`src/qdr_phy_cfg.svh`:
```
`ifndef QDR_PHY_CFG_SVH
`define QDR_PHY_CFG_SVH

`define QDR_DATA_WIDTH 36   // read data lines
`define QDR_TAP_BITS   5    // 32 taps per delay line

// delay tap size and capture hold time, in ps
`define QDR_DLY_DELTA  78
`define QDR_HOLD_TIME  400
`define QDR_BIT_STEPS  (`QDR_HOLD_TIME / `QDR_DLY_DELTA + 1)

`define QDR_HIST_LEN   3    // earlier samples that must agree
`define QDR_ACQ_CYCLES 16   // settle, then the same again to watch

`endif

```
`src/qdr_train_pkg.sv`:
```
package qdr_train_pkg;

  `include "qdr_phy_cfg.svh"

  typedef logic [`QDR_TAP_BITS-1:0] tap_t;                  // tap position or step count
  typedef logic [$clog2(`QDR_DATA_WIDTH)-1:0] line_idx_t;
  typedef logic [1:0] sample_pair_t;                         // {rise, fall}

  typedef enum logic [2:0] {
    ST_IDLE,
    ST_SEARCH,
    ST_BACK,
    ST_FORWARD,
    ST_ALIGN,
    ST_DONE
  } train_state_t;

  typedef enum logic {
    MODE_STEP,
    MODE_ACQUIRE
  } acq_mode_t;

  // a real data bit always toggles between the two edges
  function automatic logic sample_valid(sample_pair_t s);
    return s[1] ^ s[0];
  endfunction

endpackage

```
`src/qdr_data_pkg.sv`:
```
package qdr_data_pkg;

  `include "qdr_phy_cfg.svh"

  typedef logic [`QDR_DATA_WIDTH-1:0] data_word_t;
  typedef logic [`QDR_DATA_WIDTH-1:0] line_mask_t;

  typedef struct packed {
    data_word_t rise;
    data_word_t fall;
  } read_beat_t;

  typedef struct packed {
    line_mask_t en;   // one-hot step pulse
    line_mask_t rst;  // back to tap 0
    logic       inc;  // step direction, 1 = later
  } dly_ctrl_t;

endpackage

```
`src/qdr_read_capture.sv`:
```
`timescale 1ns/1ns

module qdr_read_capture
  import qdr_data_pkg::*;
  import qdr_train_pkg::*;
(
  input  logic         clk,
  input  logic         reset,
  input  read_beat_t   q,
  input  line_idx_t    line_sel,
  output read_beat_t   beat_sync,
  output sample_pair_t sample
);

  read_beat_t q_meta;   // first stage after the capture flops
  read_beat_t q_sync;
  line_idx_t  sel_d1;
  line_idx_t  sel_d2;

  assign beat_sync = q_sync;

  always_ff @(posedge clk) begin
    if (reset) begin
      q_meta <= '0;
      q_sync <= '0;
    end else begin
      q_meta <= q;
      q_sync <= q_meta;
    end
  end

  // select goes through two stages, sample lands 3 cycles after a change
  always_ff @(posedge clk) begin
    if (reset) begin
      sel_d1 <= '0;
      sel_d2 <= '0;
      sample <= '0;
    end else begin
      sel_d1 <= line_sel;
      sel_d2 <= sel_d1;
      sample <= {q_sync.rise[sel_d2], q_sync.fall[sel_d2]};
    end
  end

endmodule

```
`src/qdr_bit_train.sv`:
```
`timescale 1ns/1ns

`include "qdr_phy_cfg.svh"

module qdr_bit_train
  import qdr_train_pkg::*;
(
  input  logic         clk,
  input  logic         reset,
  input  logic         train_start,
  input  sample_pair_t sample,
  output line_idx_t    line_sel,
  output logic         step_en,
  output logic         step_inc,
  output logic         dly_reset_line,
  output logic         align_wr,
  output logic         align_val,
  output logic         train_done,
  output logic         train_fail,
  output train_state_t state_probe
);

  localparam int BIT_STEPS = `QDR_BIT_STEPS;
  localparam int HIST      = `QDR_HIST_LEN;
  localparam int ACQ       = `QDR_ACQ_CYCLES;
  localparam int TAP_COUNT = 1 << `QDR_TAP_BITS;
  localparam tap_t      TAP_MAX   = '1;
  localparam line_idx_t LAST_LINE = line_idx_t'(`QDR_DATA_WIDTH - 1);

  train_state_t state;
  acq_mode_t    mode;
  logic [$clog2(2*ACQ)-1:0] acq_cnt;

  sample_pair_t curr;          // value taken by the last acquire
  sample_pair_t first_val;     // first stable value of this line
  sample_pair_t hist [HIST];
  tap_t         progress;
  tap_t         baddies;       // unstable acquires after the first stable one
  logic         hist_stable;

  assign state_probe = state;

  always_comb begin
    hist_stable = sample_valid(curr);
    for (int i = 0; i < HIST; i++)
      hist_stable = hist_stable && (hist[i] == curr);
  end

  always_ff @(posedge clk) begin
    step_en        <= 1'b0;
    dly_reset_line <= 1'b0;
    align_wr       <= 1'b0;
    if (reset) begin
      state      <= ST_IDLE;
      mode       <= MODE_STEP;
      acq_cnt    <= '0;
      line_sel   <= '0;
      step_inc   <= 1'b0;
      align_val  <= 1'b0;
      train_done <= 1'b0;
      train_fail <= 1'b0;
      curr       <= '0;
      first_val  <= '0;
      hist       <= '{default: '0};
      progress   <= '0;
      baddies    <= '0;
    end else if (mode == MODE_ACQUIRE) begin
      acq_cnt <= acq_cnt + 1'b1;
      if (acq_cnt < ACQ) begin
        if (acq_cnt == ACQ - 1)
          curr <= sample;                  // end of settle
      end else begin
        if (!sample_valid(sample) || sample != curr) begin
          curr <= '0;                      // mark as unusable
          mode <= MODE_STEP;
        end
        if (acq_cnt == 2 * ACQ - 1)
          mode <= MODE_STEP;
      end
    end else begin
      acq_cnt <= '0;
      case (state)
        ST_IDLE: begin
          if (train_start) begin
            state     <= ST_SEARCH;
            mode      <= MODE_ACQUIRE;
            progress  <= '0;
            baddies   <= '0;
            first_val <= '0;
            hist      <= '{default: '0};
          end
        end
        ST_SEARCH: begin
          mode    <= MODE_ACQUIRE;
          hist[0] <= curr;
          for (int i = HIST - 1; i > 0; i--)
            hist[i] <= hist[i-1];
          if (hist_stable && !sample_valid(first_val))
            first_val <= curr;
          if (sample_valid(first_val) && !hist_stable)
            baddies <= baddies + 1'b1;

          if (progress == TAP_MAX) begin   // ran out of taps, no edge
            state          <= ST_ALIGN;
            train_fail     <= 1'b1;
            dly_reset_line <= 1'b1;
          end else if (hist_stable && sample_valid(first_val) && first_val != curr) begin
            if (int'(progress) + BIT_STEPS - HIST < TAP_COUNT) begin
              state    <= ST_FORWARD;
              progress <= tap_t'(BIT_STEPS - HIST);
            end else begin
              state    <= ST_BACK;
              progress <= tap_t'(BIT_STEPS + int'(baddies) + HIST);
              if (BIT_STEPS + int'(baddies) + HIST > int'(progress))
                train_fail <= 1'b1;        // can't back off past tap 0
            end
          end else begin
            progress <= progress + 1'b1;
            step_inc <= 1'b1;
            step_en  <= 1'b1;
          end
        end
        ST_BACK, ST_FORWARD: begin
          mode <= MODE_ACQUIRE;
          if (progress != '0) begin
            progress <= progress - 1'b1;
            step_inc <= (state == ST_FORWARD);
            step_en  <= 1'b1;
          end else begin
            state <= ST_ALIGN;
            if (!sample_valid(curr))
              train_fail <= 1'b1;
          end
        end
        ST_ALIGN: begin
          state     <= ST_DONE;
          align_wr  <= 1'b1;
          align_val <= sample[1];          // rise bit tells the order
        end
        ST_DONE: begin
          if (line_sel != LAST_LINE) begin
            state     <= ST_SEARCH;
            mode      <= MODE_ACQUIRE;
            line_sel  <= line_sel + 1'b1;
            progress  <= '0;
            baddies   <= '0;
            first_val <= '0;
            hist      <= '{default: '0};
          end else begin
            train_done <= 1'b1;
          end
        end
        default: state <= ST_IDLE;
      endcase
    end
  end

  // steps and alignment writes share line_sel downstream
  a_step_align_excl: assert property (@(posedge clk) disable iff (reset)
    !(step_en && align_wr));

  a_line_in_range: assert property (@(posedge clk) disable iff (reset)
    line_sel < `QDR_DATA_WIDTH);

endmodule

```
`src/qdr_lane_align.sv`:
```
`timescale 1ns/1ns

module qdr_lane_align
  import qdr_data_pkg::*;
  import qdr_train_pkg::*;
(
  input  logic       clk,
  input  logic       reset,
  input  line_idx_t  line_sel,
  input  logic       step_en,
  input  logic       step_inc,
  input  logic       dly_reset_line,
  input  logic       align_wr,
  input  logic       align_val,
  input  read_beat_t beat_sync,
  output dly_ctrl_t  dly,
  output line_mask_t aligned,
  output read_beat_t rd_data
);

  always_ff @(posedge clk) begin
    dly.en  <= '0;       // pulses last one cycle
    dly.rst <= '0;
    if (reset) begin
      dly.rst <= '1;     // all delay lines back to tap 0
      dly.inc <= 1'b0;
      aligned <= '1;
    end else begin
      if (step_en) begin
        dly.en[line_sel] <= 1'b1;
        dly.inc          <= step_inc;
      end
      if (dly_reset_line)
        dly.rst[line_sel] <= 1'b1;
      if (align_wr)
        aligned[line_sel] <= align_val;
    end
  end

  // swapped lines get rise and fall exchanged
  always_ff @(posedge clk) begin
    rd_data.rise <= (beat_sync.rise & aligned) | (beat_sync.fall & ~aligned);
    rd_data.fall <= (beat_sync.fall & aligned) | (beat_sync.rise & ~aligned);
  end

  // a step and a line reset never go out together
  a_en_onehot: assert property (@(posedge clk) disable iff (reset)
    !$past(reset) |-> $onehot0({dly.en, dly.rst}));

endmodule

```
`src/qdr_phy_read.sv`:
```
`timescale 1ns/1ns

module qdr_phy_read
  import qdr_data_pkg::*;
  import qdr_train_pkg::*;
(
  input  logic         clk,
  input  logic         reset,
  input  logic         train_start,
  input  read_beat_t   q,
  output dly_ctrl_t    dly,
  output line_mask_t   aligned,
  output read_beat_t   rd_data,
  output logic         train_done,
  output logic         train_fail,
  output train_state_t state_probe
);

  read_beat_t   beat_sync;
  sample_pair_t sample;
  line_idx_t    line_sel;
  logic         step_en;
  logic         step_inc;
  logic         dly_reset_line;
  logic         align_wr;
  logic         align_val;

  qdr_read_capture u_capture (
    .clk       (clk),
    .reset     (reset),
    .q         (q),
    .line_sel  (line_sel),
    .beat_sync (beat_sync),
    .sample    (sample)
  );

  qdr_bit_train u_train (
    .clk            (clk),
    .reset          (reset),
    .train_start    (train_start),
    .sample         (sample),
    .line_sel       (line_sel),
    .step_en        (step_en),
    .step_inc       (step_inc),
    .dly_reset_line (dly_reset_line),
    .align_wr       (align_wr),
    .align_val      (align_val),
    .train_done     (train_done),
    .train_fail     (train_fail),
    .state_probe    (state_probe)
  );

  qdr_lane_align u_align (
    .clk            (clk),
    .reset          (reset),
    .line_sel       (line_sel),
    .step_en        (step_en),
    .step_inc       (step_inc),
    .dly_reset_line (dly_reset_line),
    .align_wr       (align_wr),
    .align_val      (align_val),
    .beat_sync      (beat_sync),
    .dly            (dly),
    .aligned        (aligned),
    .rd_data        (rd_data)
  );

endmodule

```
`config.mk`:
```
export PLATFORM = sky130hd
export DESIGN_NAME = qdr_phy_read
export DESIGN_NICKNAME = d
export VERILOG_FILES = /design/src/qdr_train_pkg.sv /design/src/qdr_data_pkg.sv /design/src/qdr_read_capture.sv /design/src/qdr_bit_train.sv /design/src/qdr_lane_align.sv /design/src/qdr_phy_read.sv
export VERILOG_INCLUDE_DIRS = /design/src
export SDC_FILE = /design/constraint.sdc
export NUM_CORES = 1
export LEC_CHECK = 0
export BUFFER_PORTS_ARGS = -buffer_cell sky130_fd_sc_hd__buf_2
export CAP_MARGIN = 40
export CORE_AREA = 2 2 160 162
export CTS_CLUSTER_SIZE = 16
export DETAILED_ROUTE_END_ITERATION = 10
export DIE_AREA = 0 0 162 164
export HOLD_SLACK_MARGIN = 0.1
export PLACE_DENSITY = 0.79
export SYNTH_ARGS = -nofsm -noshare
export SYNTH_HDL_FRONTEND = slang
export SYNTH_HIERARCHICAL = 1
export SYNTH_SLANG_ARGS = --single-unit
```
`constraint.sdc`:
```
create_clock -name clk -period 2.7 [get_ports clk]
set_input_delay 0.135 -clock clk [delete_from_list [all_inputs] [get_ports clk]]
set_output_delay 0.135 -clock clk [all_outputs]
set_load 0.01 [all_outputs]
```
# [Word-level counts from Yosys, hierarchy flattened]
# Cells that the tools add are included.
[classes] add_sub_neg=9 magnitude_cmp=6 eq_ne=27 n_mux=58 bitwise=14 n_reduce_logical=35
[op_table] operator="$and A36 B36 Y36" n=4
[op_table] operator="$or A36 B36 Y36" n=2
[op_table] operator="$bwmux W36" n=1
[op_table] operator="$mux W36" n=1
[op_table] operator="$not A36 Y36" n=1
[op_table] operator="$mux W5" n=7
[op_table] operator="$add A32 B3 Y32 const B" n=1
[op_table] operator="$gt A32 B6 Y1" n=1
[op_table] operator="$lt A32 B7 Y1 const B" n=1
[op_table] operator="$sub A32 B3 Y32 const B" n=1
[op_table] operator="$mux W1" n=24
[op_table] operator="$pmux W5 S4" n=1
[op_table] operator="$reduce_and A5 Y1" n=4
[op_table] operator="$pmux W6 S3" n=1
[op_table] operator="$add A5 B1 Y5 const B" n=3
[op_table] operator="$mux W3" n=5
[op_table] operator="$pmux W3 S5" n=1
[op_table] operator="$pmux W5 S3" n=1
[op_table] operator="$lt A6 B7 Y1 const B" n=2
[op_table] operator="$bmux W1 S6" n=2
[op_table] operator="$mux W2" n=6
[op_table] operator="$mux W6" n=2
[op_table] operator="$ne A2 B2 Y1 const B" n=6
[op_table] operator="$eq A5 B5 Y1 const B" n=2
[op_table] operator="other kinds (37)" n=69
[word_totals] regBits=381 inputBits=75 out_inout_bits=186 elab_cells=180

# [Logic depth before layout (Yosys ltp)]
[depth] ltp_word=9 mapped_depth=9 depth_no_buf=8

# [Cells and area by module]
# The synthesis kept the hierarchy.
[by_module_without_submodules] module="qdr_lane_align" n_inst=1 cells_each=507 area_per_inst_um2=6004.5 seq_area_each_um2=3623.5
[by_module_without_submodules] module="qdr_read_capture" n_inst=1 cells_each=387 area_per_inst_um2=4921.0 seq_area_each_um2=3163.0
[by_module_without_submodules] module="qdr_bit_train" n_inst=1 cells_each=299 area_per_inst_um2=2558.7 seq_area_each_um2=840.8

# [Worst setup path after synthesis]
# No wires, ideal clock.
[synth_path] path_kind="register to register" startpoint="register u_train.progress[0]" endpoint="register u_train.progress[2]" setup_ps=96 arrival_time_ps=1872 t_required_ps=2604 slack_ps=732 path_stages_with_launch=8 path_buffers=0 period_less_slack_ps=1968 cell_sequence="dfxtp_1 > ha_1 > and3_1 > ha_1 > a22oi_2 > o211ai_2 > or2_2 > o41ai_2"
[synth_via] elab_chain_len=7 elab_cells_between_ends=15 cone_classes="add/sub: 4; order compare: 1; eq/ne: 3; mux: 5; reduce/logical: 2"
[synth_rtl] item="start, declared" line="qdr_bit_train.sv:37" rtl="tap_t progress;"
[synth_rtl] item="start signal, assigned" line="qdr_bit_train.sv:110" rtl="progress <= tap_t'(BIT_STEPS - HIST);"
[synth_rtl] item="start signal, assigned" line="qdr_bit_train.sv:113" rtl="progress <= tap_t'(BIT_STEPS + int'(baddies) + HIST);"
[synth_rtl] item="start signal, assigned" line="qdr_bit_train.sv:118" rtl="progress <= progress + 1'b1;"
[synth_rtl] item="$add A5 B3 Y6" line="qdr_bit_train.sv:108" rtl="if (int'(progress) + BIT_STEPS - HIST < TAP_COUNT) begin"
[synth_rtl] item="$sub A32 B3 Y32" line="qdr_bit_train.sv:108"
[synth_rtl] item="$lt A32 B7 Y1" line="qdr_bit_train.sv:108"
[synth_rtl] item="$mux W5" line="qdr_bit_train.sv:108"
[synth_rtl] item="$mux W5" line="qdr_bit_train.sv:107" rtl="end else if (hist_stable && sample_valid(first_val) && first_val != curr) begin"
[synth_rtl] item="$mux W5" line="qdr_bit_train.sv:103" rtl="if (progress == TAP_MAX) begin"
[synth_rtl] item="$pmux W5 S4" line="qdr_bit_train.sv:82" rtl="case (state)"
# Several ways; a longest one is shown, not always the timed one. The select of a mux whose other input is x is not followed.
# A chain may end at the register's enable or synchronous reset.

# [Final worst setup path]
[layout_path] startpoint="register u_train.state[0], in the netlist u_train/state_probe[0]" endpoint="register u_train.baddies[0]"
[layout_via] elab_chain_len=3 elab_cells_between_ends=9 cone_classes="eq/ne: 5; mux: 1; reduce/logical: 3"
[layout_rtl] item="start, declared" line="qdr_bit_train.sv:30" rtl="train_state_t state;"
[layout_rtl] item="start signal, assigned" line="qdr_bit_train.sv:54" rtl="state <= ST_IDLE;"
[layout_rtl] item="start signal, assigned" line="qdr_bit_train.sv:85" rtl="state <= ST_SEARCH;"
[layout_rtl] item="start signal, assigned" line="qdr_bit_train.sv:104" rtl="state <= ST_ALIGN;"
[layout_rtl] item="$eq A3 B3 Y1 (tied with other cells)" line="qdr_bit_train.sv:82"
[layout_rtl] item="$ne A2 B1 Y1 (no source line) (tied with other cells)"
[layout_rtl] item="$reduce_and A5 Y1 (no source line)"
[layout_rtl] item="end signal, assigned" line="qdr_bit_train.sv:101" rtl="baddies <= baddies + 1'b1;"
[layout_rtl] item="end, declared" line="qdr_bit_train.sv:38" rtl="tap_t baddies;"
# Several ways; a longest one is shown, not always the timed one.

==> impl_metrics.ini <==
[grt]
antenna_found_initial = 0
grt_pass1_vias = 10168
grt_usage_pct = 27.0
grt_max_degree = 74
grt_pass1_wl_mm = 55.6
overflow = 0

[finish]
multiInputGateArea_um2 = 5430
fin_util_pct = 69.5
regArea_um2 = 7630
num_antenna_cells = 0
final_common_cell = dfxtp_1
nets = 1633
syn2layout_area_growth_pct = 28.0
layout.cells.most_common_list = dfxtp_1, buf_2, nor2b_1
num-fill-cells = 1741
final_layout_size_suffix_gt1_share_pct = 29.0

[critical_path]
critPathSlowestCell = nor3b_2
crit_family = simple AND/OR/NAND/NOR gates
crit_chain = nor3b_2 > nand2_1 > nor3b_1 > mux2_2
endpoint_kind = register
critPathLaunchType = register
worstPathArrival_ns = 2.81
critPathRequiredTime_ns = 3.17
worstPathBufferInverterCount = 0
max_stage_delay_ns = 0.82
critPathKind = reg2reg
worst-path-max-fanout = 13

[place]
gp_congestion = 0.853
portBuffers = 260
post-place-ws_ns = 0.456
hpwl_mm = 22.9

[logic_synthesis]
yosysWarnings = 6
ys.flop_type = dfxtp_1
ys_ff_latch = 381
async_flop_share_pct = 0
ys_seq_area_share_pct = 56.6
synth_fp_nets = 1280
synth_edf_count = 0
syn_area_um2 = 13500
synth_area_per_cell_um2 = 11.3
synthCells = 1193
synth_cell_types = 84

[timing]
drv_slew = 0
finalWorstSetupSlack_ns = 0.357
hold_viol = 0
fin_crit_ns = 2.34
period_share_pct = 86.8
fin_worst_skew_ns = 0.0205
fmax_mhz = 427
setup_viol_count_final = 0
rsz0062_at_grt = no
slew_headroom_pct = 38.9
tightest_slew_ns = 0.912
finalSetupTns_ns = 0

[cts]
cts.sinks = 381
cts_hold_buf = 108
worstSkewPairLatency_ns = 0.54
cts_inserted_buffers = 36
cts_tree = yes
cts-root-buf = clkbuf_16
cts_setup_buffers = 0
cts_resized = 0
clk_path_buf_depth = 3
h-tree-depth = 2
clk_pin_slew_worst_paths_ns = 0.06

[floorplan]
dieArea_um2 = 26600
initial_core_util_pct = 54.3
rows = 58
fp.coreArea_um2 = 24800
io_pins = 261
die_w_um = 162
die_y_um = 164

[power]
p_leak_nw = 7.36
p_int_w = 0.00951
peakVddDrop_mv = 0.454
swShare_pct = 24.4
p_per_area_nw_per_um2 = 729
pwr-share-seq_pct = 48.0
p_switching_w = 0.00307
pwr-share-clk_pct = 41.8
comb_power_share_pct = 10.2

[job]
max-cap-violations = 0

[status]
status = completed

[routing]
wl_mm = 36.9
first_iter_violations = 832
vias_per_cell = 5.42
wl_per_cell_um = 19.4
first_pass_iters = 6
ant_nets = 0
vias = 10311
drc = 0

[worst_hold_path]
hp-class = in2reg
## metrics by stage
stage          cell area [um2]  total power, W  instances  hold slack, ns
2_1_floorplan            13500         0.00695       1193           0.263
5_1_grt                  17300          0.0130       1903           0.202
3_5_place_dp             14900         0.00727       1730           0.347
4_1_cts                  17300          0.0125       1903           0.116
6_report                 17300          0.0126       1903           0.113
3_3_place_gp             14900         0.00725       1730           0.344
## cell families after synthesis
| group | Yosys count | share of synthesized area [%] |
|---|---|---|
| XOR/XNOR | 12 | 0.779 |
| buffers and inverters | 82 | 3.19 |
| AO/OA/AOI/OAI | 177 | 9.34 |
| adder cells (fa/ha/maj) | 12 | 1.11 |
| AND/OR/NAND/NOR | 429 | 19.2 |
| flip-flops | 381 | 56.6 |
| multiplexers | 100 | 9.83 |
## worst register-to-register path: cells and delay by family, from the launching register on
kind	cells	cell delay, ns
flops	1	0.55
mux	1	0.23
simple gates	3	1.51
## layout make-up
cell class	count	area share [%]
Sequential cell	381	44.2
Multi-Input combinational cell	730	31.5
Timing Repair Buffer	383	14.5
Clock buffer	46	5.67
Tap cell	330	2.39
Clock inverter	19	1.48
Inverter	14	0.305
## per-layer routing
metal  track usage, %  wire, um  vias to the layer above
met5                0         0                        -
met4             9.01       980                        0
li1                 -         -                     4879
met3             5.96      2570                       69
met1             33.4     15100                     4943
met2             46.8     18200                      420
## cell usage after synthesis, drive strengths merged (14+ instances only)
cell / number / area share [%]
a21oi: 34 / 1.3
nand2: 60 / 1.7
clkbuf: 41 / 1.1
inv: 14 / 0.39
mux2: 80 / 6.7
nand3: 25 / 0.93
o21ai: 58 / 2.2
nor2b: 167 / 7.7
a221o: 18 / 1.3
nor2: 78 / 2.2
dfxtp: 381 / 57
buf: 27 / 1.7
mux4: 14 / 2.7
## flip-flops by register name, summed over array words and instances (netlist names), 3 cells and up
signal and count:
u_capture/sel_d1 6, u_train/acq_cnt 5, u_train/state_probe 3, u_capture/sel_d2 6, u_train/line_sel 6, u_capture/q_meta 72, u_train/progress 5, u_train/hist 6
u_align/aligned 36, u_align/rd_data 72, u_align/dly 73, u_capture/beat_sync 72, u_train/baddies 5
## path summary, 6_finish.rpt
check                                      start                                 to  slack [ns]  depth (start not counted)
max          u_train/state_probe[0]$_SDFFE_PP0P_    u_train/baddies[0]$_SDFFE_PP0P_        0.36                          4
min                                  train_start            u_train/mode$_SDFF_PP0_        0.11                          5
max reg2reg  u_train/state_probe[0]$_SDFFE_PP0P_    u_train/baddies[0]$_SDFFE_PP0P_        0.36                          4
min reg2reg       u_capture/q_meta[7]$_SDFF_PP0_  u_capture/beat_sync[7]$_SDFF_PP0_        0.44                          1
## power by group through the flow
stage / Sequential (W) / Clock (W) / Combinational, W
finish: 0.00603 / 0.00526 / 0.00129
global placement: 0.00614 / 0 / 0.00111
CTS: 0.00603 / 0.00526 / 0.00125
global route: 0.00606 / 0.00555 / 0.00140
detailed placement: 0.00615 / 0 / 0.00113
floorplan: 0.00611 / 0 / 0.000845
(Power assumes the default switching activity.)
